### config.mk
export PLATFORM = sky130hd
export DESIGN_NAME = tlb_way_match
export DESIGN_NICKNAME = d
export VERILOG_FILES = /design/src/verilog/tlb_pkg.sv /design/src/verilog/tlb_way_match.sv
export VERILOG_INCLUDE_DIRS = /design/src /design/src/verilog
export SDC_FILE = /design/constraint.sdc
export NUM_CORES = 1
export LEC_CHECK = 0
export ABC_AREA = 1
export BUFFER_PORTS_ARGS = -buffer_cell sky130_fd_sc_hd__buf_2
export CAP_MARGIN = 10
export CORE_AREA = 3 3 104 106
export CTS_BUF_LIST = sky130_fd_sc_hd__clkbuf_8 sky130_fd_sc_hd__clkbuf_16
export CTS_CLUSTER_DIAMETER = 40
export DETAILED_ROUTE_END_ITERATION = 12
export DIE_AREA = 0 0 107 109
export GPL_ROUTABILITY_DRIVEN = 0
export PLACE_DENSITY = 0.68
export REMOVE_ABC_BUFFERS = 1
export SLEW_MARGIN = 20
export SYNTH_ARGS = -nofsm -noshare
export SYNTH_HDL_FRONTEND = slang
export SYNTH_SLANG_ARGS = --single-unit
### constraint.sdc
create_clock -name clk -period 4.43 [get_ports clk]
set_input_delay 0.886 -clock clk [delete_from_list [all_inputs] [get_ports clk]]
set_output_delay 0.886 -clock clk [all_outputs]
set_load 0.05 [all_outputs]
### src/verilog/tlb_settings.svh
`ifndef TLB_SETTINGS_SVH
`define TLB_SETTINGS_SVH

// Virtual page number of a 32-bit address with 4 KiB pages.
`define TLB_VPN_WIDTH 20

// Set index comes from VPN bits 14 to 10.
`define TLB_IDX_WIDTH 5

// Stored tag is VPN[19:15] followed by VPN[9:0].
`define TLB_TAG_WIDTH 15

`define TLB_PTE_WIDTH 32  // PPN0 sits at bits 19 to 10.

`define TLB_DEPTH     32  // Sets per way.
`define TLB_WAY_NUM   4

`endif

### src/verilog/tlb_pkg.sv
`default_nettype none

`include "tlb_settings.svh"

package tlb_pkg;

    typedef logic [`TLB_VPN_WIDTH-1:0] vpn_t;

    // Low ten bits are zero for a superpage entry.
    typedef logic [`TLB_TAG_WIDTH-1:0] tag_t;

    typedef logic [`TLB_PTE_WIDTH-1:0] pte_t;

    typedef logic [`TLB_IDX_WIDTH-1:0] idx_t;

    // Highest rank is the most recently used way, zero is the victim.
    typedef logic [$clog2(`TLB_WAY_NUM)-1:0] rank_t;

    typedef logic [`TLB_WAY_NUM-1:0] way_mask_t;

endpackage

`default_nettype wire

### src/verilog/tlb_way_match.sv
`timescale 1ns/1ps
`default_nettype none

`include "tlb_settings.svh"

module tlb_way_match (
    input  wire logic                                 clk,
    input  wire logic                                 rstn,
    input  wire tlb_pkg::vpn_t                        vpn,
    input  wire logic                                 spage,
    input  wire tlb_pkg::way_mask_t                   way_valid_q,
    input  wire tlb_pkg::way_mask_t                   way_spg_q,
    input  wire tlb_pkg::tag_t [`TLB_WAY_NUM-1:0]     tag_rd,
    input  wire tlb_pkg::pte_t [`TLB_WAY_NUM-1:0]     pte_rd,
    output tlb_pkg::tag_t                             fill_tag,
    output tlb_pkg::way_mask_t                        way_hit,
    output logic                                      pte_hit,
    output tlb_pkg::pte_t                             pte_out
);

    import tlb_pkg::*;

    localparam int LO_W = 10;  // VPN bits covered by a superpage.

    tag_t tag_q;
    tag_t spg_tag_q;
    pte_t hit_pte;
    logic spg_hit;

    assign fill_tag = {vpn[`TLB_VPN_WIDTH-1:`TLB_IDX_WIDTH+LO_W],
                       vpn[LO_W-1:0] & {LO_W{~spage}}};

    // Low bits of the latched tag are the looked-up VPN[9:0].
    always_ff @(posedge clk or negedge rstn) begin
        if (!rstn) begin
            tag_q <= '0;
        end else begin
            tag_q <= {vpn[`TLB_VPN_WIDTH-1:`TLB_IDX_WIDTH+LO_W], vpn[LO_W-1:0]};
        end
    end

    assign spg_tag_q = {tag_q[`TLB_TAG_WIDTH-1:LO_W], {LO_W{1'b0}}};

    always_comb begin
        for (int k = 0; k < `TLB_WAY_NUM; k++) begin
            way_hit[k] = way_valid_q[k] &&
                         (tag_rd[k] == (way_spg_q[k] ? spg_tag_q : tag_q));
        end
    end

    always_comb begin
        hit_pte = '0;
        for (int k = 0; k < `TLB_WAY_NUM; k++) begin
            hit_pte |= pte_rd[k] & {`TLB_PTE_WIDTH{way_hit[k]}};
        end
    end

    assign spg_hit = |(way_hit & way_spg_q);
    assign pte_hit = |way_hit;

    // Superpage offset goes into PPN0.
    always_comb begin
        pte_out = hit_pte;
        if (spg_hit) begin
            pte_out[LO_W +: LO_W] = tag_q[LO_W-1:0];
        end
    end

endmodule

`default_nettype wire

Yosys cells after proc, flatten, opt, wreduce, memory -nomap -nowiden
Cells that the tools add are included.
{"block": "word_totals", "mem_bits_ro": 0, "input_bits": 219, "out_inout_bits": 52, "memories": 0, "latchBits": 0, "ramBits": 0, "register_bits": 15, "elab_cells": 26}
{"block": "op_classes", "bitwise_logic": 10, "multipliers": 0, "order_cmp": 0, "n_addsub": 0, "eq_ne": 4, "reduce_logical": 6, "muxes": 5, "shift": 0, "n_div": 0}
{"cell": "$and 32x32->32", "n": 4}
{"cell": "$or 32x32->32", "n": 3}
{"cell": "$eq 15x15->1", "n": 4}
{"cell": "$mux 10", "n": 5}
{"cell": "$and 10x10->10", "n": 1}
{"cell": "$reduce_or 4->1", "n": 2}
{"cell": "$and 4x4->4", "n": 1}
{"cell": "$logic_and 1x1->1", "n": 4}
{"cell": "$not 1->1", "n": 1}

Logic depth before layout (Yosys ltp)
{"block": "logic_depth", "depth_word": 8, "depth_mapped": 15, "depth_no_buf": 14}

Least setup slack after synthesis
OpenSTA, ideal clock, no wires.
{"block": "synth_path", "path_kind": "in2out", "from": "input way_spg_q[1]", "to": "output pte_out[22]", "cell_stages": 12, "required_time_ns": 3.544, "setup_slack_ns": 1.119, "t_arrival_ns": 2.425, "n_path_buf": 1, "path_cell_list": "inv_2 nand2_1 nand2_1 nand2_1 nor2_1 nand2_1 nor2_1 nand2_1 inv_2 buf_2 nand2_1 nand4_1"}
{"block": "synth_via", "elab_chain_cells": 7}
{"element": "start: declaration", "line_no": "tlb_way_match.sv:12", "source": "input wire tlb_pkg::way_mask_t way_spg_q,"}
{"element": "$mux 10", "line_no": "tlb_way_match.sv:47", "source": "(tag_rd[k] == (way_spg_q[k] ? spg_tag_q : tag_q));"}
{"element": "$eq 15x15->1", "line_no": "tlb_way_match.sv:47"}
{"element": "$logic_and 1x1->1", "line_no": "tlb_way_match.sv:46", "source": "way_hit[k] = way_valid_q[k] &&"}
{"element": "via way_hit[1]", "line_no": "tlb_way_match.sv:16", "source": "output tlb_pkg::way_mask_t way_hit,"}
{"element": "$and 32x32->32", "line_no": "tlb_way_match.sv:54", "source": "hit_pte |= pte_rd[k] & {`TLB_PTE_WIDTH{way_hit[k]}};"}
{"element": "$or 32x32->32 (3 in a row)", "line_no": "tlb_way_match.sv:54"}
{"element": "end: declaration", "line_no": "tlb_way_match.sv:18", "source": "output tlb_pkg::pte_t pte_out"}
The timed path passes the listed nets, and every way through them passes these cells.

Worst setup path in the final report
{"block": "layout_path", "from": "input way_spg_q[3]", "to": "output pte_out[16]"}
{"block": "layout_via", "elab_chain_cells": 6, "elab_cells_between_ends": 8, "classes_between": "eq/ne: 1; mux: 2; bitwise: 3; reduce/logical: 2"}
{"element": "$mux 10", "line_no": "tlb_way_match.sv:47"}
{"element": "$eq 15x15->1", "line_no": "tlb_way_match.sv:47"}
{"element": "$logic_and 1x1->1", "line_no": "tlb_way_match.sv:46"}
{"element": "$and 4x4->4 or $and 32x32->32 (tied branches)", "line_no": "tlb_way_match.sv:58, tlb_way_match.sv:54"}
{"element": "$reduce_or 4->1 or $or 32x32->32 (tied branches)", "line_no": "tlb_way_match.sv:58, tlb_way_match.sv:54"}
{"element": "$mux 10 (*)", "line_no": "tlb_way_match.sv:64", "source": "if (spg_hit) begin"}
Every way passes the cells marked *; elsewhere a longest branch is shown, timed or not.

==> reports/results.txt <==
Die Height: 109 µm
clock transition at the registers of the reported paths: 0.05 ns
Warnings, synthesis: 0
placement row count: 36
share of final-layout standard cells stronger than drive strength 1: 0.367
proportion of synthesized area in mux cells: 0
highest fanout seen on the critical path: 11
total standard cell area after synthesis: 0.00277 mm²
gate count after technology mapping: 538
post-synthesis share of cell area spent on and, or, nand and nor gates: 0.595
Largest register FFs: 15
final slew viol count: 0
crit path kind: in2out
Compound-Gate Fraction of Synth Area: 0.0713
highest ir drop seen on vdd: 238 µV
adder-cell share of the synthesized area: 0
maximum clock path buffer count: 2
maximum operating frequency: 255 MHz
syn avg cell area: 5.15 µm²
residual overflow from global routing: 0
gr usage total: 0.197
Synth async-reset ratio: 1.00
Hold Crit Class: in2async
final worst path period share: 0.884
number of antenna violations at the first check in global routing: 2
synthesized-area fraction occupied by xor and xnor cells: 0.0505
chip width: 107 µm
CTS tree: built
overall routed net length: 12800 µm
final net count: 1010
combinational family with the most area after synthesis: simple AND/OR/NAND/NOR gates
pin slew with the least headroom to its limit: 0.528 ns
die footprint: 0.0117 mm²
data arrival time of the critical path: 3.03 ns
filler cell count: 1130
Critical Path Start: way_spg_q[3]
worst path cell trace: buf_2 -> inv_2 -> nand2_1 -> xor2_1 -> nand3_1 -> nor2_1 -> nand3_1 -> nand2_1 -> nor2_4 -> nand2_1 -> nand2_1 -> inv_1 -> buf_2
worst rel slew slack: 0.647
vias in the first global route: 3788
cell seen most often among critical-path stages: sky130_fd_sc_hd__nand2_1
PostCTS Resize Cnt: 0
delay of the slowest cell on the worst path: 0.44 ns
Crit-path slowest cell: sky130_fd_sc_hd__nor2_1
Fin Setup TNS: 0 ns
quantity of I/O buffers inserted on ports: 265
Detail Placement HPWL: 11000 µm
number of unique standard cell types used by synthesis: 25
worst endpoint required time: 3.54 ns
Worst setup EP type: primary output
CORE AREA: 0.00986 mm²
starting utilization of the core area: 0.281
first-pass GRT wire length: 18500 µm
detailed-route via count: 4224
detailed-route wire length per cell: 13.9 µm
result of the run: completed
Final ANT Viol Nets: 0
Final Hold Slack: 0.534 ns
register with the highest flop count: tag_q
number of setup buffers added after CTS: 0
dpl cell area: 0.00416 mm²
fin crit period: 3.92 ns
clk sinks: 15
static leakage power: 2.66 nW
EDFF count, synth: 0
number of hold buffers added after CTS: 0
Setup violations, final: 0
Clock H-tree levels: 1
primary flip-flop cell chosen by synthesis mapping: sky130_fd_sc_hd__dfrtp_1
type of element launching the critical path: input pin
largest net degree at the start of global routing: 24
DRT iter0 DRCs: 291
sequential share of the synthesized area: 0.135
average vias per placed instance: 4.57
Yosys reg bits: 15
max_cap viols: 0
number of top-level pins: 271
finished layout cell area: 0.00421 mm²
Crit path buffers/inverters: 4
registers with the highest flip-flop counts: tag_q: 15 flops
power per cell area: 115 mW/mm²
crit-path leading delay family: simple AND/OR/NAND/NOR gates
count of endpoints failing hold in the final timing report: 0
number of iterations in the first detailed-routing pass: 4
Num CTS Buffers: 3
final routed DRC violation total: 0
setup repair after global routing missed its margin: false
signed area change from the synthesized netlist to the final layout: 51.9%
Root Driver: sky130_fd_sc_hd__clkbuf_8
path summary, 6_finish.rpt:
path	cells after the start	end
worst max-delay path	13	pte_out[16]
worst min-delay path	1	tag_q[4]
max in group asynchronous	1	tag_q[10]
min in group clk	1	tag_q[11]
cell usage after synthesis, types with 3 or more instances:
| library cell | n | area (µm²) |
|---|---|---|
| sky130_fd_sc_hd__nor2_1 | 44 | 165 |
| sky130_fd_sc_hd__buf_4 | 10 | 75.1 |
| sky130_fd_sc_hd__xnor2_1 | 3 | 26.3 |
| sky130_fd_sc_hd__nand3_1 | 61 | 305 |
| sky130_fd_sc_hd__xor2_1 | 13 | 114 |
| sky130_fd_sc_hd__o21ai_0 | 21 | 105 |
| sky130_fd_sc_hd__inv_2 | 8 | 30.0 |
| sky130_fd_sc_hd__dfrtp_1 | 15 | 375 |
| sky130_fd_sc_hd__nand2_1 | 224 | 841 |
| sky130_fd_sc_hd__inv_1 | 58 | 218 |
| sky130_fd_sc_hd__nand4_1 | 25 | 156 |
| sky130_fd_sc_hd__o21ai_1 | 10 | 50.1 |
| sky130_fd_sc_hd__buf_2 | 12 | 60.1 |
| sky130_fd_sc_hd__nand3b_1 | 17 | 128 |
through the flow:
stage / power (mW) / utilization / setup WS (ns) / instances
after floorplan: 0.245 / - / 0.784 / 513
after global placement: 0.385 / 0.422 / 0.594 / 919
after detailed placement: 0.386 / 0.422 / 0.537 / 919
after CTS: 0.489 / 0.427 / 0.534 / 923
after global routing: 0.525 / 0.427 / 0.350 / 924
final: 0.485 / 0.427 / 0.512 / 924
kinds of logic (layout without fill, tap and decap cells):
kind of cell	count (synthesis)	count (layout)
xor gates and xnor gates	16	16
DFF	15	15
other	0	1
AOI/OAI and AO/OA	37	37
buffers and inverters	91	343
and+or+nand+nor	379	379
final cells by class:
cell class	instances	area (µm²)	area share
multi-input cells	432	1990	0.472
clock buffers	3	41.3	0.00980
diodes	1	2.50	0.000594
clock inverters	1	3.75	0.000891
inverters	66	248	0.0588
flip-flops and latches	15	375	0.0891
repair buffers	273	1390	0.329
well taps	133	166	0.0395
report_power, final:
group	internal (mW)	switching (mW)	leakage (nW)	total, mW
Combinational	0.107	0.120	2.46	0.228
Clock	0.0610	0.0394	0.0269	0.100
Sequential	0.144	0.0123	0.175	0.156
per-layer routing:
metal | GRT usage | vias to the layer above | share of wire
met1 | 0.267 | 1809 | 0.42
met2 | 0.337 | 200 | 0.49
met4 | 0.0347 | 2 | 0.012
li1 | - | 2199 | -
met5 | 0 | - | 0.0010
met3 | 0.0284 | 14 | 0.078
cells in the final DEF (no fill, tap or decap):
cell and count:
sky130_fd_sc_hd__o21ai_0 21, sky130_fd_sc_hd__nand4_1 25, sky130_fd_sc_hd__nand3_1 61, sky130_fd_sc_hd__buf_4 8, sky130_fd_sc_hd__inv_1 59, sky130_fd_sc_hd__diode_2 1, sky130_fd_sc_hd__dfrtp_1 15, sky130_fd_sc_hd__a21boi_0 2
sky130_fd_sc_hd__nor2_4 1, sky130_fd_sc_hd__o211ai_1 1, sky130_fd_sc_hd__clkbuf_8 3, sky130_fd_sc_hd__a21oi_1 1, sky130_fd_sc_hd__nand3b_1 17, sky130_fd_sc_hd__nor2_2 2, sky130_fd_sc_hd__or2_0 2, sky130_fd_sc_hd__o21bai_1 2
sky130_fd_sc_hd__inv_2 8, sky130_fd_sc_hd__nand2_2 1, sky130_fd_sc_hd__buf_2 265, sky130_fd_sc_hd__or2_2 2, sky130_fd_sc_hd__xnor2_1 3, sky130_fd_sc_hd__o21ai_1 10, sky130_fd_sc_hd__nor2_1 44, sky130_fd_sc_hd__nand2_1 224
sky130_fd_sc_hd__xor2_1 13
Power figures use the tool's default switching activity.
