[src/verilog/tlb_settings.svh]
`ifndef TLB_SETTINGS_SVH
`define TLB_SETTINGS_SVH

// Virtual page number of a 32-bit address with 4 KiB pages.
`define TLB_VPN_WIDTH 20

// Set index comes from VPN bits 14 to 10.
`define TLB_IDX_WIDTH 5

// Stored tag is VPN[19:15] followed by VPN[9:0].
`define TLB_TAG_WIDTH 15

`define TLB_PTE_WIDTH 32  // PPN0 sits at bits 19 to 10.

`define TLB_DEPTH     32  // Sets per way.
`define TLB_WAY_NUM   4

`endif

[src/verilog/tlb_pkg.sv]
`default_nettype none

`include "tlb_settings.svh"

package tlb_pkg;

    typedef logic [`TLB_VPN_WIDTH-1:0] vpn_t;

    // Low ten bits are zero for a superpage entry.
    typedef logic [`TLB_TAG_WIDTH-1:0] tag_t;

    typedef logic [`TLB_PTE_WIDTH-1:0] pte_t;

    typedef logic [`TLB_IDX_WIDTH-1:0] idx_t;

    // Highest rank is the most recently used way, zero is the victim.
    typedef logic [$clog2(`TLB_WAY_NUM)-1:0] rank_t;

    typedef logic [`TLB_WAY_NUM-1:0] way_mask_t;

endpackage

`default_nettype wire

[src/verilog/tlb_way_ram.sv]
`timescale 1ns/1ps
`default_nettype none

`include "tlb_settings.svh"

module tlb_way_ram #(
    parameter type payload_t = tlb_pkg::pte_t
) (
    input  wire logic          clk,
    input  wire logic          cs,
    input  wire logic          we,
    input  wire tlb_pkg::idx_t addr,
    input  wire payload_t      wdata,
    output payload_t           rdata
);

    payload_t mem [`TLB_DEPTH];

    // Write port.
    always_ff @(posedge clk) begin
        if (cs && we) begin
            mem[addr] <= wdata;
        end
    end

    // Read data is registered and held while idle.
    always_ff @(posedge clk) begin
        if (cs && !we) begin
            rdata <= mem[addr];
        end
    end

endmodule

`default_nettype wire

[config.mk]
export PLATFORM = sky130hd
export DESIGN_NAME = tlb_way_ram
export DESIGN_NICKNAME = d
export VERILOG_FILES = /design/src/verilog/tlb_pkg.sv /design/src/verilog/tlb_way_ram.sv
export VERILOG_INCLUDE_DIRS = /design/src /design/src/verilog
export SDC_FILE = /design/constraint.sdc
export NUM_CORES = 1
export LEC_CHECK = 0
export BUFFER_PORTS_ARGS = -buffer_cell sky130_fd_sc_hd__buf_2
export CORE_UTILIZATION = 30
export DETAILED_ROUTE_END_ITERATION = 16
export GPL_TIMING_DRIVEN = 1
export PLACE_DENSITY_LB_ADDON = 0.05
export SKIP_CTS_REPAIR_TIMING = 1
export SLEW_MARGIN = 20
export SYNTH_ARGS = -nofsm -noshare
export SYNTH_HDL_FRONTEND = slang
export SYNTH_SLANG_ARGS = --single-unit
export TNS_END_PERCENT = 30
[constraint.sdc]
create_clock -name clk -period 7.92 [get_ports clk]
set_input_delay 0.396 -clock clk [delete_from_list [all_inputs] [get_ports clk]]
set_output_delay 0.396 -clock clk [all_outputs]
set_load 0.005 [all_outputs]
### Yosys cells after proc, flatten, opt, wreduce, memory -nomap -nowiden

Memories as Yosys holds them, arrays and structs flattened. A register that Yosys moved wholly into a read port is not among the register bits.
Cells that the tools add are included.

| word-level totals | value |
|---|---|
| register bits after elaboration | 0 |
| bits in writable memories | 1024 |
| input port bits | 40 |
| output and inout bits | 32 |
| word-level logic and storage cells | 6 |
| memories kept | 1 |

Memory list:

| name | depth | width | rd ports | clocked after memory_dff | write ports | line | RTL |
|---|---|---|---|---|---|---|---|
| mem | 32 | 32 | 1 | 1 | 1 | tlb_way_ram.sv:17 | `` payload_t mem [`TLB_DEPTH]; `` |

| cells by class | value |
|---|---|
| multiplexer cells | 2 |
| reduce and logical (&&, ||, !) cells | 3 |

Operators by type and width:

| cell | number |
|---|---|
| logical AND 1 bit | 2 |
| two-way mux 1 bit | 2 |
| zero test 1 bit | 1 |

### Logic depth before layout (Yosys ltp)

Gate-level depths: netlist of run 1.

| depth | value |
|---|---|
| depth in word-level cells | 3 |
| depth in mapped cells | 8 |
| mapped depth without buffers | 4 |

### Least setup slack after synthesis of run 1

No wires, ideal clock.

| path | value |
|---|---|
| kind | in2reg |
| start point | input addr[1] |
| end point | memory mem[26][0] in the netlist's numbering, enable pin |
| library setup time | 0.461 ns |
| data arrival time | 3.544 ns |
| data required time | 7.459 ns |
| slack | 3.915 ns |
| stages | 6 |
| cells stage by stage | clkbuf_1 buf_2 buf_4 buf_4 nand4b_1 nor3_1 |

RTL lines:

| what | line | RTL |
|---|---|---|
| from (decl) | tlb_way_ram.sv:12 | `input wire tlb_pkg::idx_t addr,` |
| to (decl) | tlb_way_ram.sv:17 |  |

Straight into the memory's write port.

==> flow_summary.json, run 1 <==
{
  "outcome": "complete, no violations",
  "grtUsageTotal_pct": 18.9,
  "crit_path_end_kind": "flip-flop",
  "power.switching_mw": 2.64,
  "powerDensity_nw_per_um2": 263,
  "ys.flop_type": "edfxtp_1",
  "fin_crit_ps": 3520,
  "area_growth_pct": 16.8,
  "final_util_pct": 35.5,
  "place_area_um2": 42800,
  "tns_ps": 0,
  "yosys_warnings": 0,
  "leakage_nw": 15.9,
  "synth_edf_count": 1056,
  "die_x_um": 367,
  "ys_seq_area_share_pct": 79.2,
  "htreeDepth": 3,
  "cp-start-kind": "input pin",
  "dr.pass1.iters": 5,
  "ir_drop_v": 0.000191,
  "power_frac_clock_pct": 45.7,
  "grt_pass1_wl_um": 174000,
  "finalHoldViolations": 0,
  "cts_tree": "yes",
  "final_max_slew_viol_count": 0,
  "grt_overflow": 0,
  "synth.distinct_cells": 23,
  "io_pins": 72,
  "cts_buffers": 121,
  "grt_antenna_before_repair": 5,
  "drv_cap": 0,
  "cts_root_buffer": "clkbuf_16",
  "mostFrequentLayoutCells": "edfxtp_1 (1056), mux2i_1 (512), o22ai_1 (256), clkbuf_16 (125), buf_2 (70)",
  "p_sw_share_pct": 21.4,
  "clk_latency_ps": 730,
  "cts_sinks": 1056,
  "synthArstFlopShare_pct": 0,
  "num_vias": 20600,
  "viasPerCell": 5.02,
  "wirelength_um": 129000,
  "dp.final_hpwl_um": 67500,
  "grt_pass1_vias": 20400,
  "p_int_mw": 9.69,
  "max_freq_mhz": 284,
  "pwr-share-comb_pct": 3.9,
  "wire_per_inst_um": 31.3,
  "synth_area_um2": 40100,
  "dr.first_iter.drc_count": 1646,
  "dieArea_um2": 135000,
  "final_common_cell": "edfxtp_1",
  "syn_nets": 2150,
  "grt_max_degree": 126,
  "tightest_slew_ps": 1150,
  "path_class": "input pin to flip-flop",
  "hold_path_class": "input pin to flip-flop",
  "worstPathRequired_ps": 8360,
  "postRouteAntennaNets": 0,
  "p_seq_share_pct": 50.5,
  "fin_nets": 2280,
  "synth-seq-cells": 1056,
  "core_area_um2": 132000,
  "setup_viol": 0,
  "period_share_pct": 44.4,
  "die_h_um": 367,
  "clkTransAtPathRegs_ps": 60,
  "io_buffer_count": 71,
  "cp_max_fo": 123,
  "max-clock-path-buffers": 3,
  "rows": 133,
  "syn_avg_cell_area_um2": 19.0,
  "finalInstanceArea_um2": 46800,
  "place.gp.congestion": 0.731,
  "rsz0062_at_grt": "no",
  "start_util_pct": 30.4,
  "fin_skew_ps": 19.9,
  "drc": 0,
  "relSlewSlack_pct": 23.3,
  "fill_cells": 12300,
  "drive_above_1_share_pct": 15.6,
  "fin_cells": 4102,
  "placedCellCount": 3872,
  "arrival_ps": 3960,
  "netlist_instances": 2110
}
==> synth_stat cells (5+ instances only) <==
library cell  count  area share, %
buf_2            77           0.96
buf_6            18           0.51
clkbuf_1         26           0.24
edfxtp_1       1056             79
mux2i_1         512             13
nand2_1          36           0.34
nand4b_1          5           0.11
nand4bb_1         6           0.17
nor2_1           30           0.28
nor4_1           64            1.0
o22ai_1         256            4.0
==> critical path: stages <==
cell and delay (ps):
buf_8 370, buf_4 770, buf_12 680, mux2i_1 290
o22ai_1 150, nor4_1 870, nand2_1 130
==> logic make-up after synthesis <==
logic type      after synthesis  share of synthesized area, %
flops                      1056                          79.2
simple gates                160                          2.26
compound gates              256                          4.00
mux                         512                          12.8
buf+inv                     126                          1.80
==> registers in the layout, indices dropped and copies added, names as in the netlist <==
name   cells
rdata     32
mem     1024
==> final timing paths <==
check,from,endpoint,slack (ps),depth (start not counted)
worst max-delay path,addr[1],rdata[22]$_DFFE_PP_,4400,7
worst min-delay path,wdata[20],mem[20][20]$_DFFE_PP_,180,1
worst max register to register,mem[22][22]$_DFFE_PP_,rdata[22]$_DFFE_PP_,5960,4
worst min register to register,mem[28][20]$_DFFE_PP_,rdata[20]$_DFFE_PP_,730,4
==> layout make-up <==
class                           count  area (um^2)  share of cell area [%]
Clock buffer                      136         3170                    6.77
Tap cell                         1755         2200                    4.69
Sequential cell                  1056        31700                    67.8
Multi-Input combinational cell    928         7980                    17.0
Timing Repair Buffer              133          908                    1.94
Antenna cell                        1         2.50                 0.00535
Clock inverter                     93          832                    1.78
==> power groups by stage <==
stage	clock (mW)	combinational [mW]	sequential [mW]
3_5_place_dp	0	0.486	6.34
2_1_floorplan	0	0.250	6.33
5_1_grt	5.97	0.512	6.22
3_3_place_gp	0	0.480	6.34
6_report	5.63	0.478	6.22
4_1_cts	5.76	0.486	6.22
==> per-layer routing <==
layer	wire length (um)	global-route usage (%)	up-vias
met1	60300	26.7	11000
met4	2670	5.20	0
met5	0	0	-
met3	5270	2.74	146
met2	60300	30.1	488
li1	-	-	8928
==> stage by stage <==
step | total power [mW] | setup WS (ps) | hold WS [ps]
finish | 12.3 | 4400 | 177
global route | 12.7 | 4390 | 176
floorplan | 6.58 | 3920 | 495
global placement | 6.82 | 3730 | 712
detailed placement | 6.82 | 3750 | 700
CTS | 12.5 | 4530 | 118
No activity file was read; power rests on OpenSTA's default activity.
==> run 2, diff against run 1 <==
==> constraint.sdc (replaced) <==
create_clock -name clk -period 3.3 [get_ports clk]
set_input_delay 0.165 -clock clk [delete_from_list [all_inputs] [get_ports clk]]
set_output_delay 0.165 -clock clk [all_outputs]
set_load 0.005 [all_outputs]
==> flow_summary.json, run 2 (same netlist as run 1, synthesis figures left out) <==
{
  "outcome": "finished, violations left",
  "violations": "negative hold slack",
  "period_share_pct": 74.5,
  "cts_buffers": 119,
  "cp-start-kind": "input pin",
  "slowest_stage": "nor4_1",
  "fin_crit_ps": 2460,
  "dieArea_um2": 135000,
  "cp_max_fo": 50,
  "rows": 133,
  "setup_viol": 0,
  "leakage_nw": 16.3,
  "final_max_slew_viol_count": 0,
  "die_h_um": 367,
  "cp_cell_sequence": "buf_8 > buf_12 > buf_4 > mux2i_1 > o22ai_1 > nor4_1 > nand2_1",
  "dp_slack_ps": 177,
  "fin_skew_ps": 20.8,
  "final_util_pct": 36.1,
  "fill_cells": 12300,
  "grt_antenna_before_repair": 12,
  "cts_tree": "yes",
  "wire_per_inst_um": 28.8,
  "ir_drop_v": 0.000422,
  "max-clock-path-buffers": 3,
  "drive_above_1_share_pct": 16.9,
  "multi_input_comb_area_um2": 7990,
  "num_vias": 20500,
  "place.gp.congestion": 0.733,
  "drv_cap": 0,
  "core_area_um2": 132000,
  "area_growth_pct": 18.8,
  "fin_nets": 2375,
  "worstPathRequired_ps": 3740,
  "final-seq-area_um2": 31700,
  "grt_overflow": 0,
  "grtUsageTotal_pct": 17.8,
  "hold_path_class": "input pin to flip-flop",
  "finalHoldViolations": 53,
  "grt_max_degree": 51,
  "max_freq_mhz": 407,
  "clk_latency_ps": 740,
  "relSlewSlack_pct": 17.1,
  "postRouteAntennaNets": 0,
  "dr.first_iter.drc_count": 1287,
  "tightest_slew_ps": 1230,
  "wirelength_um": 121000,
  "setup_slack_ps": 840,
  "io_pins": 72,
  "final_common_cell": "edfxtp_1",
  "path_class": "input pin to flip-flop",
  "dp.final_hpwl_um": 70200,
  "cts_root_buffer": "clkbuf_16",
  "reg.largest.list": "mem (1024), rdata (32)",
  "regMostFlops": "mem",
  "viasPerCell": 4.89,
  "largest_reg_flops": 1024,
  "finalInstanceArea_um2": 47600,
  "mostFrequentLayoutCells": "edfxtp_1 (1056), mux2i_1 (512), o22ai_1 (256), clkbuf_16 (124), buf_4 (106)",
  "arrival_ps": 2900,
  "clkTransAtPathRegs_ps": 60,
  "dr.pass1.iters": 5,
  "cts_sinks": 1056,
  "max_stage_delay_ps": 1030,
  "start_util_pct": 30.4,
  "grt_pass1_wl_um": 166000,
  "io_buffer_count": 71,
  "htreeDepth": 3,
  "timing.hold.ws_ps": -30.3,
  "rsz0062_at_grt": "no",
  "die_x_um": 367,
  "drc": 0,
  "grt_pass1_vias": 20600,
  "powerDensity_nw_per_um2": 605,
  "crit_path_end_kind": "flip-flop",
  "place_area_um2": 43600
}
run 2: changes by cell type in the layout (fill, tap and decap cells not counted), sizes merged:
cell / previous run / this run
buf: 133 / 204
clkinvlp: 6 / 3
dlygate4sd3: 0 / 26
diode: 1 / 2
inv: 4 / 2
clkinv: 68 / 57
bufinv: 15 / 7
clkbuf: 136 / 157
run 2: metal layers:
metal / part of all wire (%) / global-route usage, % / routed length [um] / vias up
met5: 0.028 / 0 / 34 / -
met4: 1.8 / 4.68 / 2200 / 6
met3: 4.6 / 3.55 / 5590 / 120
met2: 46 / 28.0 / 56000 / 412
met1: 47 / 25.0 / 57000 / 10900
li1: - / - / - / 9105
run 2: worst max-delay path: cells and delay by family:
family                 cells  cell delay [ps]
and+or+nand+nor            2             1130
AOI/OAI and AO/OA          1              110
buffers and inverters      3             1140
muxes                      1              230
run 2: report_power, final:
group	leakage [nW]	internal (mW)	switching [mW]
sequential	9.52	14.9	0.0349
combinational	4.93	0.407	0.799
clock	1.83	7.37	5.32
run 2: through the flow:
step | setup TNS [ps] | total power, mW | cells
finish | 0 | 28.8 | 4197
global route | 0 | 29.8 | 4195
CTS | 0 | 29.2 | 4169
detailed placement | 0 | 16.4 | 3943
global placement | 0 | 16.4 | 3943
floorplan | -21950 | 15.8 | 2110
run 2: cell type report:
cell class / count / area share (%)
Tap cell: 1755 / 4.61
Sequential cell: 1056 / 66.6
Timing Repair Buffer: 230 / 4.12
Antenna cell: 2 / 0.0105
Clock inverter: 69 / 1.06
Multi-Input combinational cell: 928 / 16.8
Clock buffer: 157 / 6.78
run 2: worst paths after layout:
| path | startpoint | to | slack [ps] | cells past startpoint |
|---|---|---|---|---|
| worst max register to register | mem[29][13]$_DFFE_PP_ | rdata[13]$_DFFE_PP_ | 1220 | 4 |
| worst min register to register | mem[9][19]$_DFFE_PP_ | rdata[19]$_DFFE_PP_ | 730 | 4 |
| worst min-delay path | wdata[15] | mem[18][15]$_DFFE_PP_ | -30 | 1 |
| worst max-delay path | addr[1] | rdata[13]$_DFFE_PP_ | 840 | 7 |
==> run 3, diff against run 2 <==
==> constraint.sdc (replaced) <==
create_clock -name clk -period 2.3 [get_ports clk]
set_input_delay 0.115 -clock clk [delete_from_list [all_inputs] [get_ports clk]]
set_output_delay 0.115 -clock clk [all_outputs]
set_load 0.005 [all_outputs]
==> flow_summary.json, run 3 (same netlist as run 1, synthesis figures left out) <==
{
  "wire_per_inst_um": 29.2,
  "area_growth_pct": 21.3,
  "grt_pass1_wl_um": 171000,
  "max-clock-path-buffers": 3,
  "powerDensity_nw_per_um2": 857,
  "drc": 0,
  "postRouteAntennaNets": 0,
  "io_buffer_count": 71,
  "final_max_slew_viol_count": 0,
  "largest_reg_flops": 1024,
  "fin_skew_ps": 31.3,
  "grtUsageTotal_pct": 18.2,
  "reg2reg_to": "rdata[3]$_DFFE_PP_",
  "holdPathStages": 1,
  "relSlewSlack_pct": 24.7,
  "grt_antenna_before_repair": 8,
  "worstPathRequired_ps": 2710,
  "dr.pass1.iters": 5,
  "dr.first_iter.drc_count": 1598,
  "cp_cell_sequence": "mux2i_1 > o22ai_1 > nor4_1 > nand2_1",
  "grt_max_degree": 55,
  "num_vias": 20900,
  "leakage_nw": 16.7,
  "place.gp.congestion": 0.741,
  "cp_max_fo": 1,
  "die_x_um": 367,
  "io_pins": 72,
  "crit_path_end_kind": "flip-flop",
  "clkTransAtPathRegs_ps": 60,
  "timing.hold.ws_ps": -23.6,
  "finalHoldViolations": 35,
  "max_stage_delay_ps": 870,
  "slowest_stage": "nor4_1",
  "dp.final_hpwl_um": 73400,
  "arrival_ps": 2550,
  "min_from": "wdata[25]",
  "rsz0062_at_grt": "no",
  "drive_above_1_share_pct": 18.3,
  "dieArea_um2": 135000,
  "grt_overflow": 0,
  "htreeDepth": 3,
  "regMostFlops": "mem",
  "period_share_pct": 92.9,
  "ir_drop_v": 0.000645,
  "outcome": "finished, violations left",
  "final_common_cell": "edfxtp_1",
  "start_util_pct": 30.4,
  "reg2reg_setup_slack_ps": 160,
  "cp-start-kind": "flip-flop",
  "clk_latency_ps": 740,
  "setup_slack_ps": 163,
  "viasPerCell": 4.93,
  "reg.largest.list": "mem (1024), rdata (32)",
  "tightest_slew_ps": 1120,
  "grt_pass1_vias": 21100,
  "reg2regPathDepth": 4,
  "wirelength_um": 124000,
  "fin_nets": 2421,
  "drv_cap": 0,
  "cts_root_buffer": "clkbuf_16",
  "max_freq_mhz": 468,
  "path_buf_inv": 0,
  "cts_tree": "yes",
  "path_class": "flip-flop to flip-flop",
  "die_h_um": 367,
  "violations": "negative hold slack",
  "fin_crit_ps": 2140,
  "hold_path_class": "input pin to flip-flop",
  "dp_slack_ps": -363,
  "hold_end": "mem[12][25]$_DFFE_PP_",
  "cts_buffers": 118,
  "cts_sinks": 1056,
  "r2r-start": "mem[18][3]$_DFFE_PP_",
  "core_area_um2": 132000,
  "rows": 133,
  "setup_viol": 0,
  "mostFrequentLayoutCells": "edfxtp_1 (1056), mux2i_1 (512), o22ai_1 (256), clkbuf_16 (119), buf_4 (100)",
  "path_delay_family": "simple AND/OR/NAND/NOR gates"
}
## run 3: cell types whose count changed in the layout (fill, tap and decap cells not counted), sizes merged, moves of 3 or more
| cell | delta |
|---|---|
| clkbuf | -11 |
| clkinv | -4 |
| buf | +43 |
| dlygate4sd3 | +4 |
| diode | +3 |
| bufinv | +4 |
## run 3: stage by stage
step / instances / TNS (ps) / utilization [%] / power (mW) / instance area [um^2]
floorplan: 2110 / -282210 / - / 22.7 / 40200
global placement: 3986 / -1600 / 33.8 / 23.7 / 44500
detailed placement: 3986 / -1450 / 33.8 / 23.7 / 44500
finish: 4238 / 0 / 36.8 / 41.6 / 48600
CTS: 4203 / 0 / 36.6 / 42.2 / 48300
global route: 4233 / 0 / 36.8 / 42.9 / 48600
## run 3: area by class of cell
cell class	instances	area (um^2)
tap	1755	2200
sequential	1056	31700
timing repair buffer	277	2940
clock inverter	71	663
clock buffer	146	3080
multi-input combinational	928	7990
fill	12200	83400
antenna	5	12.5
## run 3: per-layer routing
metal  global-route usage [%]  vias up  wire length, um
met5                        0        -                8
met4                     4.38        2             2100
met3                     2.22      141             4520
met2                     28.8      425            57400
met1                     26.4    11100            59800
li1                         -     9205                -
## run 3: power by group
part	total [mW]	internal (mW)	switching (mW)
clock network	18.3	10.7	7.65
registers	21.4	21.4	0.0557
logic	1.90	0.688	1.21
## run 3: how the worst max path moves through the flow
| stage | startpoint | to | cells past startpoint |
|---|---|---|---|
| after CTS | mem[18][3]$_DFFE_PP_ | rdata[3]$_DFFE_PP_ | 4 |
| after detailed placement | addr[1] | rdata[15]$_DFFE_PP_ | 8 |
| after global placement | addr[1] | rdata[15]$_DFFE_PP_ | 8 |
| after floorplan | addr[2] | mem[0][0]$_DFFE_PP_ | 4 |
| after global routing | mem[16][3]$_DFFE_PP_ | rdata[3]$_DFFE_PP_ | 4 |
| final | mem[18][3]$_DFFE_PP_ | rdata[3]$_DFFE_PP_ | 4 |
