**src/verilog/tlb_settings.svh**
```systemverilog
`ifndef TLB_SETTINGS_SVH
`define TLB_SETTINGS_SVH

// Virtual page number of a 32-bit address with 4 KiB pages.
`define TLB_VPN_WIDTH 20

// Set index comes from VPN bits 14 to 10.
`define TLB_IDX_WIDTH 5

// Stored tag is VPN[19:15] followed by VPN[9:0].
`define TLB_TAG_WIDTH 15

`define TLB_PTE_WIDTH 32  // PPN0 sits at bits 19 to 10.

`define TLB_DEPTH     32  // Sets per way.
`define TLB_WAY_NUM   4

`endif

```
**src/verilog/tlb_pkg.sv**
```systemverilog
`default_nettype none

`include "tlb_settings.svh"

package tlb_pkg;

    typedef logic [`TLB_VPN_WIDTH-1:0] vpn_t;

    // Low ten bits are zero for a superpage entry.
    typedef logic [`TLB_TAG_WIDTH-1:0] tag_t;

    typedef logic [`TLB_PTE_WIDTH-1:0] pte_t;

    typedef logic [`TLB_IDX_WIDTH-1:0] idx_t;

    // Highest rank is the most recently used way, zero is the victim.
    typedef logic [$clog2(`TLB_WAY_NUM)-1:0] rank_t;

    typedef logic [`TLB_WAY_NUM-1:0] way_mask_t;

endpackage

`default_nettype wire

```
**src/verilog/tlb_lru_ctrl.sv**
```systemverilog
`timescale 1ns/1ps
`default_nettype none

`include "tlb_settings.svh"

module tlb_lru_ctrl (
    input  wire logic               clk,
    input  wire logic               rstn,
    input  wire logic               cs,
    input  wire logic               we,
    input  wire tlb_pkg::vpn_t      vpn,
    input  wire logic               spage,
    input  wire logic               tlb_flush_req,
    input  wire tlb_pkg::way_mask_t way_hit,
    output tlb_pkg::idx_t           set_idx,
    output tlb_pkg::way_mask_t      way_we,
    output tlb_pkg::way_mask_t      way_valid_q,
    output tlb_pkg::way_mask_t      way_spg_q
);

    import tlb_pkg::*;

    localparam rank_t RANK_MRU = rank_t'(`TLB_WAY_NUM - 1);

    way_mask_t valid_tab [`TLB_DEPTH];
    way_mask_t spg_tab   [`TLB_DEPTH];
    rank_t     rank_tab  [`TLB_DEPTH][`TLB_WAY_NUM];

    idx_t      idx_q;      // Set of the lookup now in its result cycle.
    logic      lookup;
    logic      fill;
    way_mask_t victim;
    logic      upd_en;
    idx_t      upd_idx;
    way_mask_t upd_mask;
    rank_t     upd_rank;   // Old rank of the way being promoted.

    function automatic logic ranks_distinct(input rank_t ranks [`TLB_WAY_NUM]);
        logic ok;
        ok = 1'b1;
        for (int i = 0; i < `TLB_WAY_NUM; i++) begin
            for (int j = i + 1; j < `TLB_WAY_NUM; j++) begin
                if (ranks[i] == ranks[j]) begin
                    ok = 1'b0;
                end
            end
        end
        return ok;
    endfunction

    assign set_idx = vpn[10 +: `TLB_IDX_WIDTH];
    assign lookup  = cs && !we;
    assign fill    = cs && we && !tlb_flush_req;

    always_comb begin
        for (int k = 0; k < `TLB_WAY_NUM; k++) begin
            victim[k] = (rank_tab[set_idx][k] == '0);
        end
    end

    assign way_we = victim & {`TLB_WAY_NUM{fill}};

    // A fill owns the recency update; a hit in the same cycle is dropped.
    always_comb begin
        if (fill) begin
            upd_en   = 1'b1;
            upd_idx  = set_idx;
            upd_mask = victim;
        end else begin
            upd_en   = |way_hit;
            upd_idx  = idx_q;
            upd_mask = way_hit;
        end
        upd_rank = '0;
        for (int k = 0; k < `TLB_WAY_NUM; k++) begin
            upd_rank |= rank_tab[upd_idx][k] & {$bits(rank_t){upd_mask[k]}};
        end
    end

    always_ff @(posedge clk or negedge rstn) begin
        if (!rstn) begin
            for (int d = 0; d < `TLB_DEPTH; d++) begin
                valid_tab[d] <= '0;
                spg_tab[d]   <= '0;
                for (int k = 0; k < `TLB_WAY_NUM; k++) begin
                    rank_tab[d][k] <= rank_t'(k);
                end
            end
        end else if (tlb_flush_req) begin
            for (int d = 0; d < `TLB_DEPTH; d++) begin
                valid_tab[d] <= '0;
                for (int k = 0; k < `TLB_WAY_NUM; k++) begin
                    rank_tab[d][k] <= rank_t'(k);
                end
            end
        end else if (upd_en) begin
            if (fill) begin
                valid_tab[set_idx] <= valid_tab[set_idx] | victim;
                spg_tab[set_idx]   <= (spg_tab[set_idx] & ~victim) |
                                      (victim & {`TLB_WAY_NUM{spage}});
            end
            for (int k = 0; k < `TLB_WAY_NUM; k++) begin
                if (upd_mask[k]) begin
                    rank_tab[upd_idx][k] <= RANK_MRU;
                end else if (rank_tab[upd_idx][k] > upd_rank) begin
                    rank_tab[upd_idx][k] <= rank_tab[upd_idx][k] - 1'b1;
                end
            end
        end
    end

    always_ff @(posedge clk or negedge rstn) begin
        if (!rstn) begin
            idx_q       <= '0;
            way_valid_q <= '0;
            way_spg_q   <= '0;
        end else begin
            if (lookup) begin
                idx_q <= set_idx;
            end
            // Only a lookup may report a hit next cycle.
            way_valid_q <= (lookup && !tlb_flush_req) ? valid_tab[set_idx] : '0;
            way_spg_q   <= spg_tab[set_idx];
        end
    end

    a_fill_we_onehot: assert property (
        @(posedge clk) disable iff (!rstn)
        fill |-> $onehot(way_we)
    );

    a_hit_onehot0: assert property (
        @(posedge clk) disable iff (!rstn)
        $onehot0(way_hit)
    );

    a_ranks_distinct: assert property (
        @(posedge clk) disable iff (!rstn)
        upd_en |-> ranks_distinct(rank_tab[upd_idx])
    );

endmodule

`default_nettype wire

```
**config.mk**
```make
export PLATFORM = sky130hd
export DESIGN_NAME = tlb_lru_ctrl
export DESIGN_NICKNAME = d
export VERILOG_FILES = /design/src/verilog/tlb_pkg.sv /design/src/verilog/tlb_lru_ctrl.sv
export VERILOG_INCLUDE_DIRS = /design/src /design/src/verilog
export SDC_FILE = /design/constraint.sdc
export NUM_CORES = 1
export LEC_CHECK = 0
export BUFFER_PORTS_ARGS = -buffer_cell sky130_fd_sc_hd__buf_4
export CAP_MARGIN = 20
export CORE_MARGIN = 2
export CORE_UTILIZATION = 50
export DETAILED_ROUTE_END_ITERATION = 16
export HOLD_SLACK_MARGIN = 0.08
export MAX_ROUTING_LAYER = met4
export PLACE_DENSITY_LB_ADDON = 0.3
export SKIP_CTS_REPAIR_TIMING = 1
export SLEW_MARGIN = 20
export SYNTH_ARGS = -nofsm -noshare
export SYNTH_HDL_FRONTEND = slang
export SYNTH_SLANG_ARGS = --single-unit
```
**constraint.sdc**
```tcl
create_clock -name clk -period 7.2 [get_ports clk]
set_clock_uncertainty 0.05 [all_clocks]
set_input_delay 0.36 -clock clk [delete_from_list [all_inputs] [get_ports clk]]
set_output_delay 0.36 -clock clk [all_outputs]
set_load 0.1 [all_outputs]
```
Word level (Yosys, flattened, before mapping)
Index checks and enable logic that the tools add are counted.
{ "word_totals": {"in_bits": 30, "output_inout_bits": 17, "elab_cells": 295, "register_bits": 525} }
{ "classes": {"n_reduce_logical": 17, "addsub": 4, "bitwise": 20, "n_mux": 51, "n_lt_le_gt_ge": 8} }
{ "op_table": {"columns": ["operator", "count"], "rows": [
  ["2-to-1 mux 256 bit", 16],
  ["bitwise mux 256 bit", 4],
  ["bitwise OR 256 bit", 4],
  ["2-to-1 mux 128 bit", 3],
  ["bitwise mux 128 bit", 2],
  ["demux 8 bit (select 5 bit)", 4],
  ["binary-select mux 8 bit (select 5 bit)", 2],
  ["binary-select mux 4 bit (select 5 bit)", 2],
  ["2-to-1 mux 8 bit", 5],
  ["2-to-1 mux 4 bit", 8],
  ["demux 4 bit (select 5 bit)", 1],
  ["AND 4 bit", 3],
  [">= comparator 6 bit, second input constant", 2],
  ["< comparator 6 x 1 -> 1 bit, second input constant", 2],
  ["inverter 5 -> 6 bit", 2],
  ["AND 2 bit", 4],
  ["> comparator 2 bit", 4],
  ["zero test 2 bit", 4],
  ["bitwise OR 4 bit", 2],
  ["subtractor 2 x 1 -> 2 bit, second input constant", 4],
  ["logical AND 1 bit", 6],
  ["2-to-1 mux 6 bit", 1],
  ["bitwise OR 2 bit", 3],
  ["2-to-1 mux 5 bit", 1],
  ["other kinds (9)", 11]
]} }

Longest topological paths before layout
Gate-level depths: netlist of the first run.
{ "depth": {"word_depth": 31, "mapped_depth": 23, "depth_no_buf": 16} }

Least setup slack after synthesis of the first run
Ideal clock, no wire load.
{ "synth_timing": {"path_type": "input port to flip-flop", "startpoint": "input port cs", "endpoint": "register rank_tab[105] (netlist name)", "setup_ns": 0.083, "t_required_ns": 7.067, "t_arrival_ns": 4.366, "path_stages": 21, "n_path_buf": 7, "setup_slack_ns": 2.701, "path_cell_list": "buf_4 -> and4b_1 -> buf_6 -> a21o_4 -> buf_8 -> buf_12 -> buf_4 -> buf_4 -> mux2i_1 -> mux2i_1 -> o22ai_1 -> nor4_1 -> inv_1 -> o2111ai_1 -> ha_1 -> or2_2 -> or3_1 -> a21oi_1 -> a21oi_1 -> clkbuf_1 -> o32a_1"} }
{ "synth_between": {"elab_chain_cells": 31, "word_cells_on_any_way": 57, "classes_between": "add/sub (4); order compare (6); mux (31); bitwise (12); reduce/logical (4)"} }
{ "synth_lines": {"columns": ["item", "line_no", "text"], "rows": [
  ["start, declared", "tlb_lru_ctrl.sv:9", "input wire logic cs,"],
  ["logical AND 1 bit (*) (2 in series)", "tlb_lru_ctrl.sv:53", "assign fill = cs && we && !tlb_flush_req;"],
  ["2-to-1 mux 5 bit", "tlb_lru_ctrl.sv:65", "if (fill) begin"],
  ["inverter 5 -> 6 bit (not written as such)", null, null],
  ["binary-select mux 8 bit (select 5 bit)", "tlb_lru_ctrl.sv:76, tlb_lru_ctrl.sv:105, tlb_lru_ctrl.sv:106", null],
  ["2-to-1 mux 8 bit (not written as such) (2 in series)", "tlb_lru_ctrl.sv:76, tlb_lru_ctrl.sv:105, tlb_lru_ctrl.sv:106", null],
  ["AND 2 bit", "tlb_lru_ctrl.sv:76", "upd_rank |= rank_tab[upd_idx][k] & {$bits(rank_t){upd_mask[k]}};"],
  ["bitwise OR 2 bit (3 in series)", "tlb_lru_ctrl.sv:76", null],
  ["> comparator 2 bit", "tlb_lru_ctrl.sv:105", "end else if (rank_tab[upd_idx][k] > upd_rank) begin"],
  ["[... 11 more ...]", null, null],
  ["2-to-1 mux 256 bit", "tlb_lru_ctrl.sv:103", "if (upd_mask[k]) begin"],
  ["2-to-1 mux 256 bit", "tlb_lru_ctrl.sv:96", "end else if (upd_en) begin"],
  ["2-to-1 mux 256 bit", "tlb_lru_ctrl.sv:89", "end else if (tlb_flush_req) begin"],
  ["bitwise mux 256 bit", "tlb_lru_ctrl.sv:106", "rank_tab[upd_idx][k] <= rank_tab[upd_idx][k] - 1'b1;"],
  ["2-to-1 mux 256 bit", "tlb_lru_ctrl.sv:105", null],
  ["2-to-1 mux 256 bit", "tlb_lru_ctrl.sv:103", null],
  ["2-to-1 mux 256 bit", "tlb_lru_ctrl.sv:96", null],
  ["2-to-1 mux 256 bit", "tlb_lru_ctrl.sv:89", null],
  ["end signal, assigned by index", "tlb_lru_ctrl.sv:86", "rank_tab[d][k] <= rank_t'(k);"],
  ["end signal, assigned by index", "tlb_lru_ctrl.sv:93", "rank_tab[d][k] <= rank_t'(k);"],
  ["end signal, assigned by index", "tlb_lru_ctrl.sv:106", null],
  ["end, declared", "tlb_lru_ctrl.sv:27", "rank_t rank_tab [`TLB_DEPTH][`TLB_WAY_NUM];"]
]} }
Every way passes the cells marked *; elsewhere a longest branch is shown, timed or not. The select of a mux whose other input is x is not followed.
A chain may end at the register's enable or synchronous reset.

Final worst setup path of the first run
{ "layout_timing": {"startpoint": "register idx_q[0]", "endpoint": "register rank_tab[203] (netlist name)"} }
{ "layout_between": {"elab_chain_cells": 29, "word_cells_on_any_way": 52, "classes_between": "add/sub (4); order compare (6); mux (29); bitwise (12); reduce/logical (1)"} }
{ "layout_lines": {"columns": ["item", "line_no", "text"], "rows": [
  ["start, declared", "tlb_lru_ctrl.sv:29", "idx_t idx_q;"],
  ["start signal, assigned", "tlb_lru_ctrl.sv:119", "idx_q <= set_idx;"],
  ["2-to-1 mux 5 bit (*)", "tlb_lru_ctrl.sv:65", null],
  ["inverter 5 -> 6 bit (not written as such) (*)", null, null],
  ["binary-select mux 8 bit (select 5 bit)", "tlb_lru_ctrl.sv:76, tlb_lru_ctrl.sv:105, tlb_lru_ctrl.sv:106", null],
  ["2-to-1 mux 8 bit (not written as such) (2 in series)", "tlb_lru_ctrl.sv:76, tlb_lru_ctrl.sv:105, tlb_lru_ctrl.sv:106", null],
  ["AND 2 bit", "tlb_lru_ctrl.sv:76", null],
  ["bitwise OR 2 bit (3 in series)", "tlb_lru_ctrl.sv:76", null],
  ["> comparator 2 bit", "tlb_lru_ctrl.sv:105", null],
  ["2-to-1 mux 256 bit", "tlb_lru_ctrl.sv:105", null],
  ["[... 10 more ...]", null, null],
  ["2-to-1 mux 256 bit", "tlb_lru_ctrl.sv:103", null],
  ["2-to-1 mux 256 bit", "tlb_lru_ctrl.sv:96", null],
  ["2-to-1 mux 256 bit", "tlb_lru_ctrl.sv:89", null],
  ["bitwise mux 256 bit", "tlb_lru_ctrl.sv:106", null],
  ["2-to-1 mux 256 bit", "tlb_lru_ctrl.sv:105", null],
  ["2-to-1 mux 256 bit (*)", "tlb_lru_ctrl.sv:103", null],
  ["2-to-1 mux 256 bit (*)", "tlb_lru_ctrl.sv:96", null],
  ["2-to-1 mux 256 bit (*)", "tlb_lru_ctrl.sv:89", null]
]} }
Marked as above.

==> reports/qor.txt, run 1 <==
====================================================================================
Worst-path clk slew                                                            60 ps
Global placer's final weighted congestion                                       1.00
Maximum number of pins on one net before global-route repair                     186
Worst R2R End                                                           rank_tab[203]
Share of cells above drive strength 1                                          22.8%
Fill cell total of the finished layout                                          4759
Dominant cell type by area after synthesis                                   dfrtp_1
Detailed-route wire length per cell                                          26.4 µm
Number of antenna violations at the first check in global routing                  3
Top post-synthesis cells by area                                        dfrtp_1 35%, dfstp_2 12%, mux4_2 6.9%
Vias post-DR                                                                   23654
Transition at the pin with the smallest max-transition slack                 1200 ps
Vias in the first global route                                                 23124
Data arrival time of the worst path                                          6080 ps
Most crowded layer after global routing                                         met2
1st-iter DRT viols                                                              2702
Kind of capture point of the worst setup path                               register
Std cell rows                                                                     87
Clk_lat worst skew                                                            650 ps
Sequential fraction of the synthesis area                                      46.5%
Via-to-Cell Ratio                                                               6.81
Netlist area before placement                                              28600 µm²
Setup repair after global routing missed its margin                               no
Worst voltage drop across the vdd grid                                    0.000220 V
Utilization after layout                                                       55.5%
DRT antenna net count                                                              0
Total CTS buffers                                                                 55
CTS tree                                                                       built
Inst Count DP                                                                   3368
Reg2Reg Setup Slack                                                          1580 ps
Critical path class                                                     register to register
Layout Nets                                                                     2707
Number of buffers added on ports                                                  31
Clk buf depth                                                                      3
Remaining Overflow, GRT                                                            0
Final hold vios                                                                    0
First-pass iteration count of the detailed router                                  8
Post-Place Setup Slack                                                       1240 ps
Setup slack after layout                                                     1580 ps
Leading cell type in the layout, fill and taps excluded                      dfrtp_1
Die width                                                                     243 µm
Fraction of met1 tracks used by global routing                                 41.6%
Total clock sinks                                                                525
Maximum clock rate                                                           178 MHz
P per Cell Area                                                           250 nW/µm²
Fin Setup TNS                                                                   0 ps
Max-cap violation count                                                            0
Crit start category                                                         register
Post-route cell area                                                       31400 µm²
Number of enable-type register cells in the synthesized netlist                    0
Global-route track usage on met3                                               7.14%
Maximum fanout count along the critical path                                      22
Worst slew margin relative to its limit                                        19.8%
Worst reg2reg startpoint                                                    idx_q[0]
Proportion of netlist area held by the largest area contributor                34.8%
Post-synth net total                                                            2768
Launching instance or port of the critical path                             idx_q[0]
Worst Hold Slack                                                              165 ps
Number of top-level design ports                                                  47
Most frequent cells in the layout                                       397 x dfrtp_1, 385 x nor2_1, 212 x nand2_1, 179 x a21oi_1, 150 x mux2_2
Endpoint of the most critical setup path                                rank_tab[203]
Total routing usage reported by global routing                                 31.8%
Total wirelength of the detailed-routed design                               91.9 mm
Shortest period the worst path allows                                        5620 ps
Worst Reg-to-Reg Cells                                                            16
Fraction of the cycle the final worst path needs                               78.1%
Unique cell type count in the Yosys netlist                                       79
Post-synthesis register bit count                                                525
Clock Root Buffer                                                          clkbuf_16
Chip height                                                                   243 µm
Final-report setup violation count                                                 0
Initial core utilization                                                       50.6%
Area growth syn-to-layout                                                      9.73%
Number of synthesis warnings                                                       0
Max-slew violation count                                                           0
Data required time at the worst endpoint                                     7660 ps
Power after layout                                                           7.83 mW
Met2 Resource Use GR                                                           47.2%
Mean post-synth cell area                                                   10.5 µm²
H-tree levels                                                                      2
Static leakage power                                                         13.1 nW
HPWL reported at the end of detailed placement                               59.7 mm
Cell Area, Placed                                                          29400 µm²
DRC errors left                                                                    0
Main flop type after synthesis                                               dfrtp_1
Global-route wire length before repair                                        141 mm
Floorplan Core Area                                                        56500 µm²
Syn Inst Count                                                                  2731
Outcome                                                                 finished, final reports clean
Tightest Hold Check Type                                                input pin to register
Area of the die                                                            59100 µm²
Number of cells in the finished layout apart from fillers                       3475
Proportion of synthesized flip-flops having asynchronous set or reset           100%
====================================================================================
==> Yosys cell counts, types with 10 or more instances <==
master    count
a31oi_1      45
nor2b_1      15
nand2b_1     35
nand3_1      14
o31ai_1      61
a32oi_1      11
mux4_2       87
dfrtp_1     397
inv_1        18
nor3_1       30
mux2_2      150
a22o_1       70
o21ai_0     115
buf_1        10
buf_4        13
mux2i_1     134
a22oi_1      27
buf_2        50
a21oi_1     180
o22ai_1      32
nand4_1      10
buf_6        13
nor2_2       20
dfstp_2     128
clkbuf_1    123
o41ai_1      10
nand2_1     212
nor2_1      389
a211oi_1    114
o32a_1       64
and2_1       34
==> worst min path at each step <==
| stage | end | cells past startpoint | start | slack [ps] |
|---|---|---|---|---|
| floorplan | idx_q[0] | 0 | rstn | 10 |
| global placement | valid_tab[28] | 1 | rstn | 350 |
| detailed placement | valid_tab[31] | 1 | rstn | 360 |
| CTS | valid_tab[31] | 1 | rstn | -320 |
| global route | idx_q[4] | 2 | vpn[14] | 170 |
| finish | valid_tab[14] | 2 | tlb_flush_req | 160 |
==> report_power, final <==
group          switching, mW  internal [mW]  total, mW
Clock                   1.27           1.79       3.07
Sequential            0.0920           3.09       3.18
Combinational           1.12          0.456       1.58
Total                   2.49           5.34       7.83
==> registers in the layout (all words and copies together), names as in the netlist <==
name / flops
valid_tab: 128
way_spg_q: 4
way_valid_q: 4
idx_q: 5
rank_tab: 256
spg_tab: 128
==> critical path, cell delays in order, from the launching register on <==
cell and delay, ps:
dfrtp_1 560, a21oi_4 540, buf_4 300, mux2_2 370
a22o_1 240, nor4_2 360, a31oi_1 260, nor3_1 400
a21boi_0 420, ha_1 320, nor2b_1 160, o21ai_2 420
buf_4 430, o21ai_0 170, and2_1 240, a21oi_1 160
a31oi_1 60
==> routing by layer <==
layer  up-vias  wire (µm)
met5         -          0
met4         0       4750
met3       307       9360
met2      1381      41400
met1     11893      36400
li1      10073          -
==> logic make-up after synthesis <==
group	synth area share, %
AND/OR/NAND/NOR	12.9
buffers and inverters	3.89
adder cells (fa/ha/maj)	0.307
multiplexers	17.5
XOR/XNOR	0.0920
flip-flops	46.5
AO/OA/AOI/OAI	18.8
==> cell type report <==
cell class | instances | area (µm²) | share of cell area (%)
clock buffer | 77 | 1620 | 5.16
multi-input combinational | 1976 | 14200 | 45.4
sequential | 525 | 13300 | 42.4
clock inverter | 26 | 349 | 1.11
antenna | 3 | 7.51 | 0.0239
tap | 756 | 946 | 3.02
inverter | 18 | 67.6 | 0.215
timing repair buffer | 94 | 820 | 2.61
No activity file was read; power rests on OpenSTA's default activity.
==> run 2: changes to the inputs <==
==> constraint.sdc (replaced) <==
create_clock -name clk -period 5.1 [get_ports clk]
set_clock_uncertainty 0.05 [all_clocks]
set_input_delay 0.255 -clock clk [delete_from_list [all_inputs] [get_ports clk]]
set_output_delay 0.255 -clock clk [all_outputs]
set_load 0.1 [all_outputs]
==> reports/qor.txt, run 2 (synthesized netlist as in run 1, its figures left out) <==
==================================================================================
Floorplan Core Area                                                      56500 µm²   unchanged
Remaining Overflow, GRT                                                          0   unchanged
Number of cells in the finished layout apart from fillers                     3525   was 3475
Data arrival time of the worst path                                        5260 ps   was 6080 ps
Share of cells above drive strength 1                                        24.0%   was 22.8%
Fraction of the cycle the final worst path needs                             93.8%   was 78.1%
Total wirelength of the detailed-routed design                             95.3 mm   was 91.9 mm
Clock group share of total power                                             38.7%   was 39.2%
Total CTS buffers                                                               57   was 55
Number of antenna violations at the first check in global routing                3   unchanged
Die width                                                                   243 µm   unchanged
1st-iter DRT viols                                                            2723   was 2702
DRC errors left                                                                  0   unchanged
Clk_lat worst skew                                                          650 ps   about the same
Worst-path clk slew                                                          60 ps   about the same
Maximum fanout count along the critical path                                    11   was 22
Transition at the pin with the smallest max-transition slack               1080 ps   was 1200 ps
Cell Chain, Critical Path                                             and3b_1 -> mux2i_1 -> buf_4 -> nor2_1 -> a22o_1 -> nor4_2 -> a31oi_1 -> nor3_1 -> a21boi_0 -> ha_1 -> nor2b_1 -> o21ai_2 -> buf_4 -> o21ai_0 -> and2_1 -> a21oi_1 -> a31oi_1   was a21oi_4 -> buf_4 -> mux2_2 -> a22o_1 -> nor4_2 -> a31oi_1 -> nor3_1 -> a21boi_0 -> ha_1 -> nor2b_1 -> o21ai_2 -> buf_4 -> o21ai_0 -> and2_1 -> a21oi_1 -> a31oi_1
Sw frac                                                                      31.3%   was 31.8%
First-pass iteration count of the detailed router                                6   was 8
Initial core utilization                                                     50.6%   unchanged
Cell with the largest stage delay on the worst path                        dfrtp_1   unchanged
Total routing usage reported by global routing                               33.1%   was 31.8%
Buffers and inverters on the worst path                                          2   unchanged
Worst voltage drop across the vdd grid                                  0.000281 V   was 0.000220 V
Register with the most flip-flops                                         rank_tab   unchanged
Static leakage power                                                       13.5 nW   was 13.1 nW
Global placer's final weighted congestion                                    0.963   was 1.00
Via-to-Cell Ratio                                                             6.77   was 6.81
Final hold vios                                                                  0   unchanged
Utilization after layout                                                     56.6%   was 55.5%
Switching power total                                                      3.54 mW   was 2.49 mW
Detailed-route wire length per cell                                        27.0 µm   was 26.4 µm
Setup repair after global routing missed its margin                             no   unchanged
Total clock sinks                                                              525   unchanged
Clk buf depth                                                                    3   unchanged
Data required time at the worst endpoint                                   5580 ps   was 7660 ps
Max-slew violation count                                                         0   unchanged
Flip-flop count of the largest register, all copies and words added            256   unchanged
H-tree levels                                                                    2   unchanged
Outcome                                                               finished, final reports clean   unchanged
Std cell rows                                                                   87   unchanged
Inst Count DP                                                                 3419   was 3368
Kind of capture point of the worst setup path                             register   unchanged
Area growth syn-to-layout                                                    11.9%   was 9.73%
Worst Hold Slack                                                           76.1 ps   was 165 ps
Max incr delay on CP                                                        550 ps   was 560 ps
Critical path class                                                   register to register   unchanged
Crit start category                                                       register   unchanged
Internal Dissipation                                                       7.77 mW   was 5.34 mW
Vias post-DR                                                                 23851   was 23654
HPWL reported at the end of detailed placement                             63.8 mm   was 59.7 mm
Global-route wire length before repair                                      146 mm   was 141 mm
Fin Setup TNS                                                                 0 ps   unchanged
Final-report setup violation count                                               0   unchanged
Number of buffers added on ports                                                31   unchanged
Comb pwr share                                                               21.6%   was 20.2%
Clock Root Buffer                                                        clkbuf_16   unchanged
CTS tree                                                                     built   unchanged
Most frequent cells in the layout                                     397 x dfrtp_1, 385 x nor2_1, 212 x nand2_1, 179 x a21oi_1, 150 x mux2_2   unchanged
Max-cap violation count                                                          0   unchanged
Leading cell type in the layout, fill and taps excluded                    dfrtp_1   unchanged
Layout Nets                                                                   2762   was 2707
Tightest Hold Check Type                                              input pin to register   unchanged
Chip height                                                                 243 µm   unchanged
DRT antenna net count                                                            0   unchanged
Worst slew margin relative to its limit                                      28.3%   was 19.8%
Shortest period the worst path allows                                      4780 ps   was 5620 ps
Largest registers in the final layout                                 rank_tab x256, spg_tab x128, valid_tab x128   unchanged
Maximum number of pins on one net before global-route repair                   204   was 186
Vias in the first global route                                               23591   was 23124
P per Cell Area                                                         354 nW/µm²   was 250 nW/µm²
Number of top-level design ports                                                47   unchanged
Area of the die                                                          59100 µm²   unchanged
Sequential group share of total power                                        39.7%   was 40.7%
Cell family contributing the most delay on the critical path          compound AO/OA/AOI/OAI gates   unchanged
Maximum clock rate                                                         209 MHz   was 178 MHz
==================================================================================
[run 2: layout make-up]
class	instances	area, µm²
diodes	3	7.51
clock buffers	81	1690
clock inverters	19	302
fillers	4687	24500
inverters	18	67.6
multi-input cells	1976	14200
flip-flops and latches	525	13300
well taps	756	946
repair buffers	147	1440
[run 2: final timing paths]
check	from	end	slack [ps]	cells after the start
min reg2reg	spg_tab[2]	spg_tab[2]	450	1
min in group asynchronous	rstn	valid_tab[92]	250	2
min	vpn[13]	idx_q[3]	80	2
max reg2reg	idx_q[4]	rank_tab[59]	320	17
max in group asynchronous	rstn	rank_tab[162]	3280	3
max	idx_q[4]	rank_tab[59]	320	17
[run 2: worst register-to-register path: cells and delay by family (launching register included)]
family                   cells  cell delay, ps
flip-flops                   1             550
multiplexers                 1             130
buffers and inverters        2             530
AND/OR/NAND/NOR              6            1530
AO/OA/AOI/OAI                7            1560
adder cells (fa/ha/maj)      1             300
[run 2: power groups by stage]
stage | clock network [mW] | registers, mW | logic [mW]
2_1_floorplan | 0 | 4.52 | 1.39
3_3_place_gp | 0 | 4.55 | 2.34
3_5_place_dp | 0 | 4.56 | 2.38
4_1_cts | 4.42 | 4.49 | 2.39
5_1_grt | 4.58 | 4.51 | 2.57
6_report | 4.37 | 4.49 | 2.44
[run 2: stage by stage]
step	worst slack, ps	instance area [µm²]	total power [mW]
floorplan	706	28600	5.92
finish	318	32000	11.3
detailed placement	211	30000	6.94
global placement	267	30000	6.88
CTS	374	31900	11.3
global route	34.9	32000	11.7
[run 2: per-layer routing]
metal  global-route usage [%]  share of wire, %
met1                     42.7                40
met2                     49.9                46
met3                     7.19               9.6
met4                     15.3               5.2
met5                        -                 0
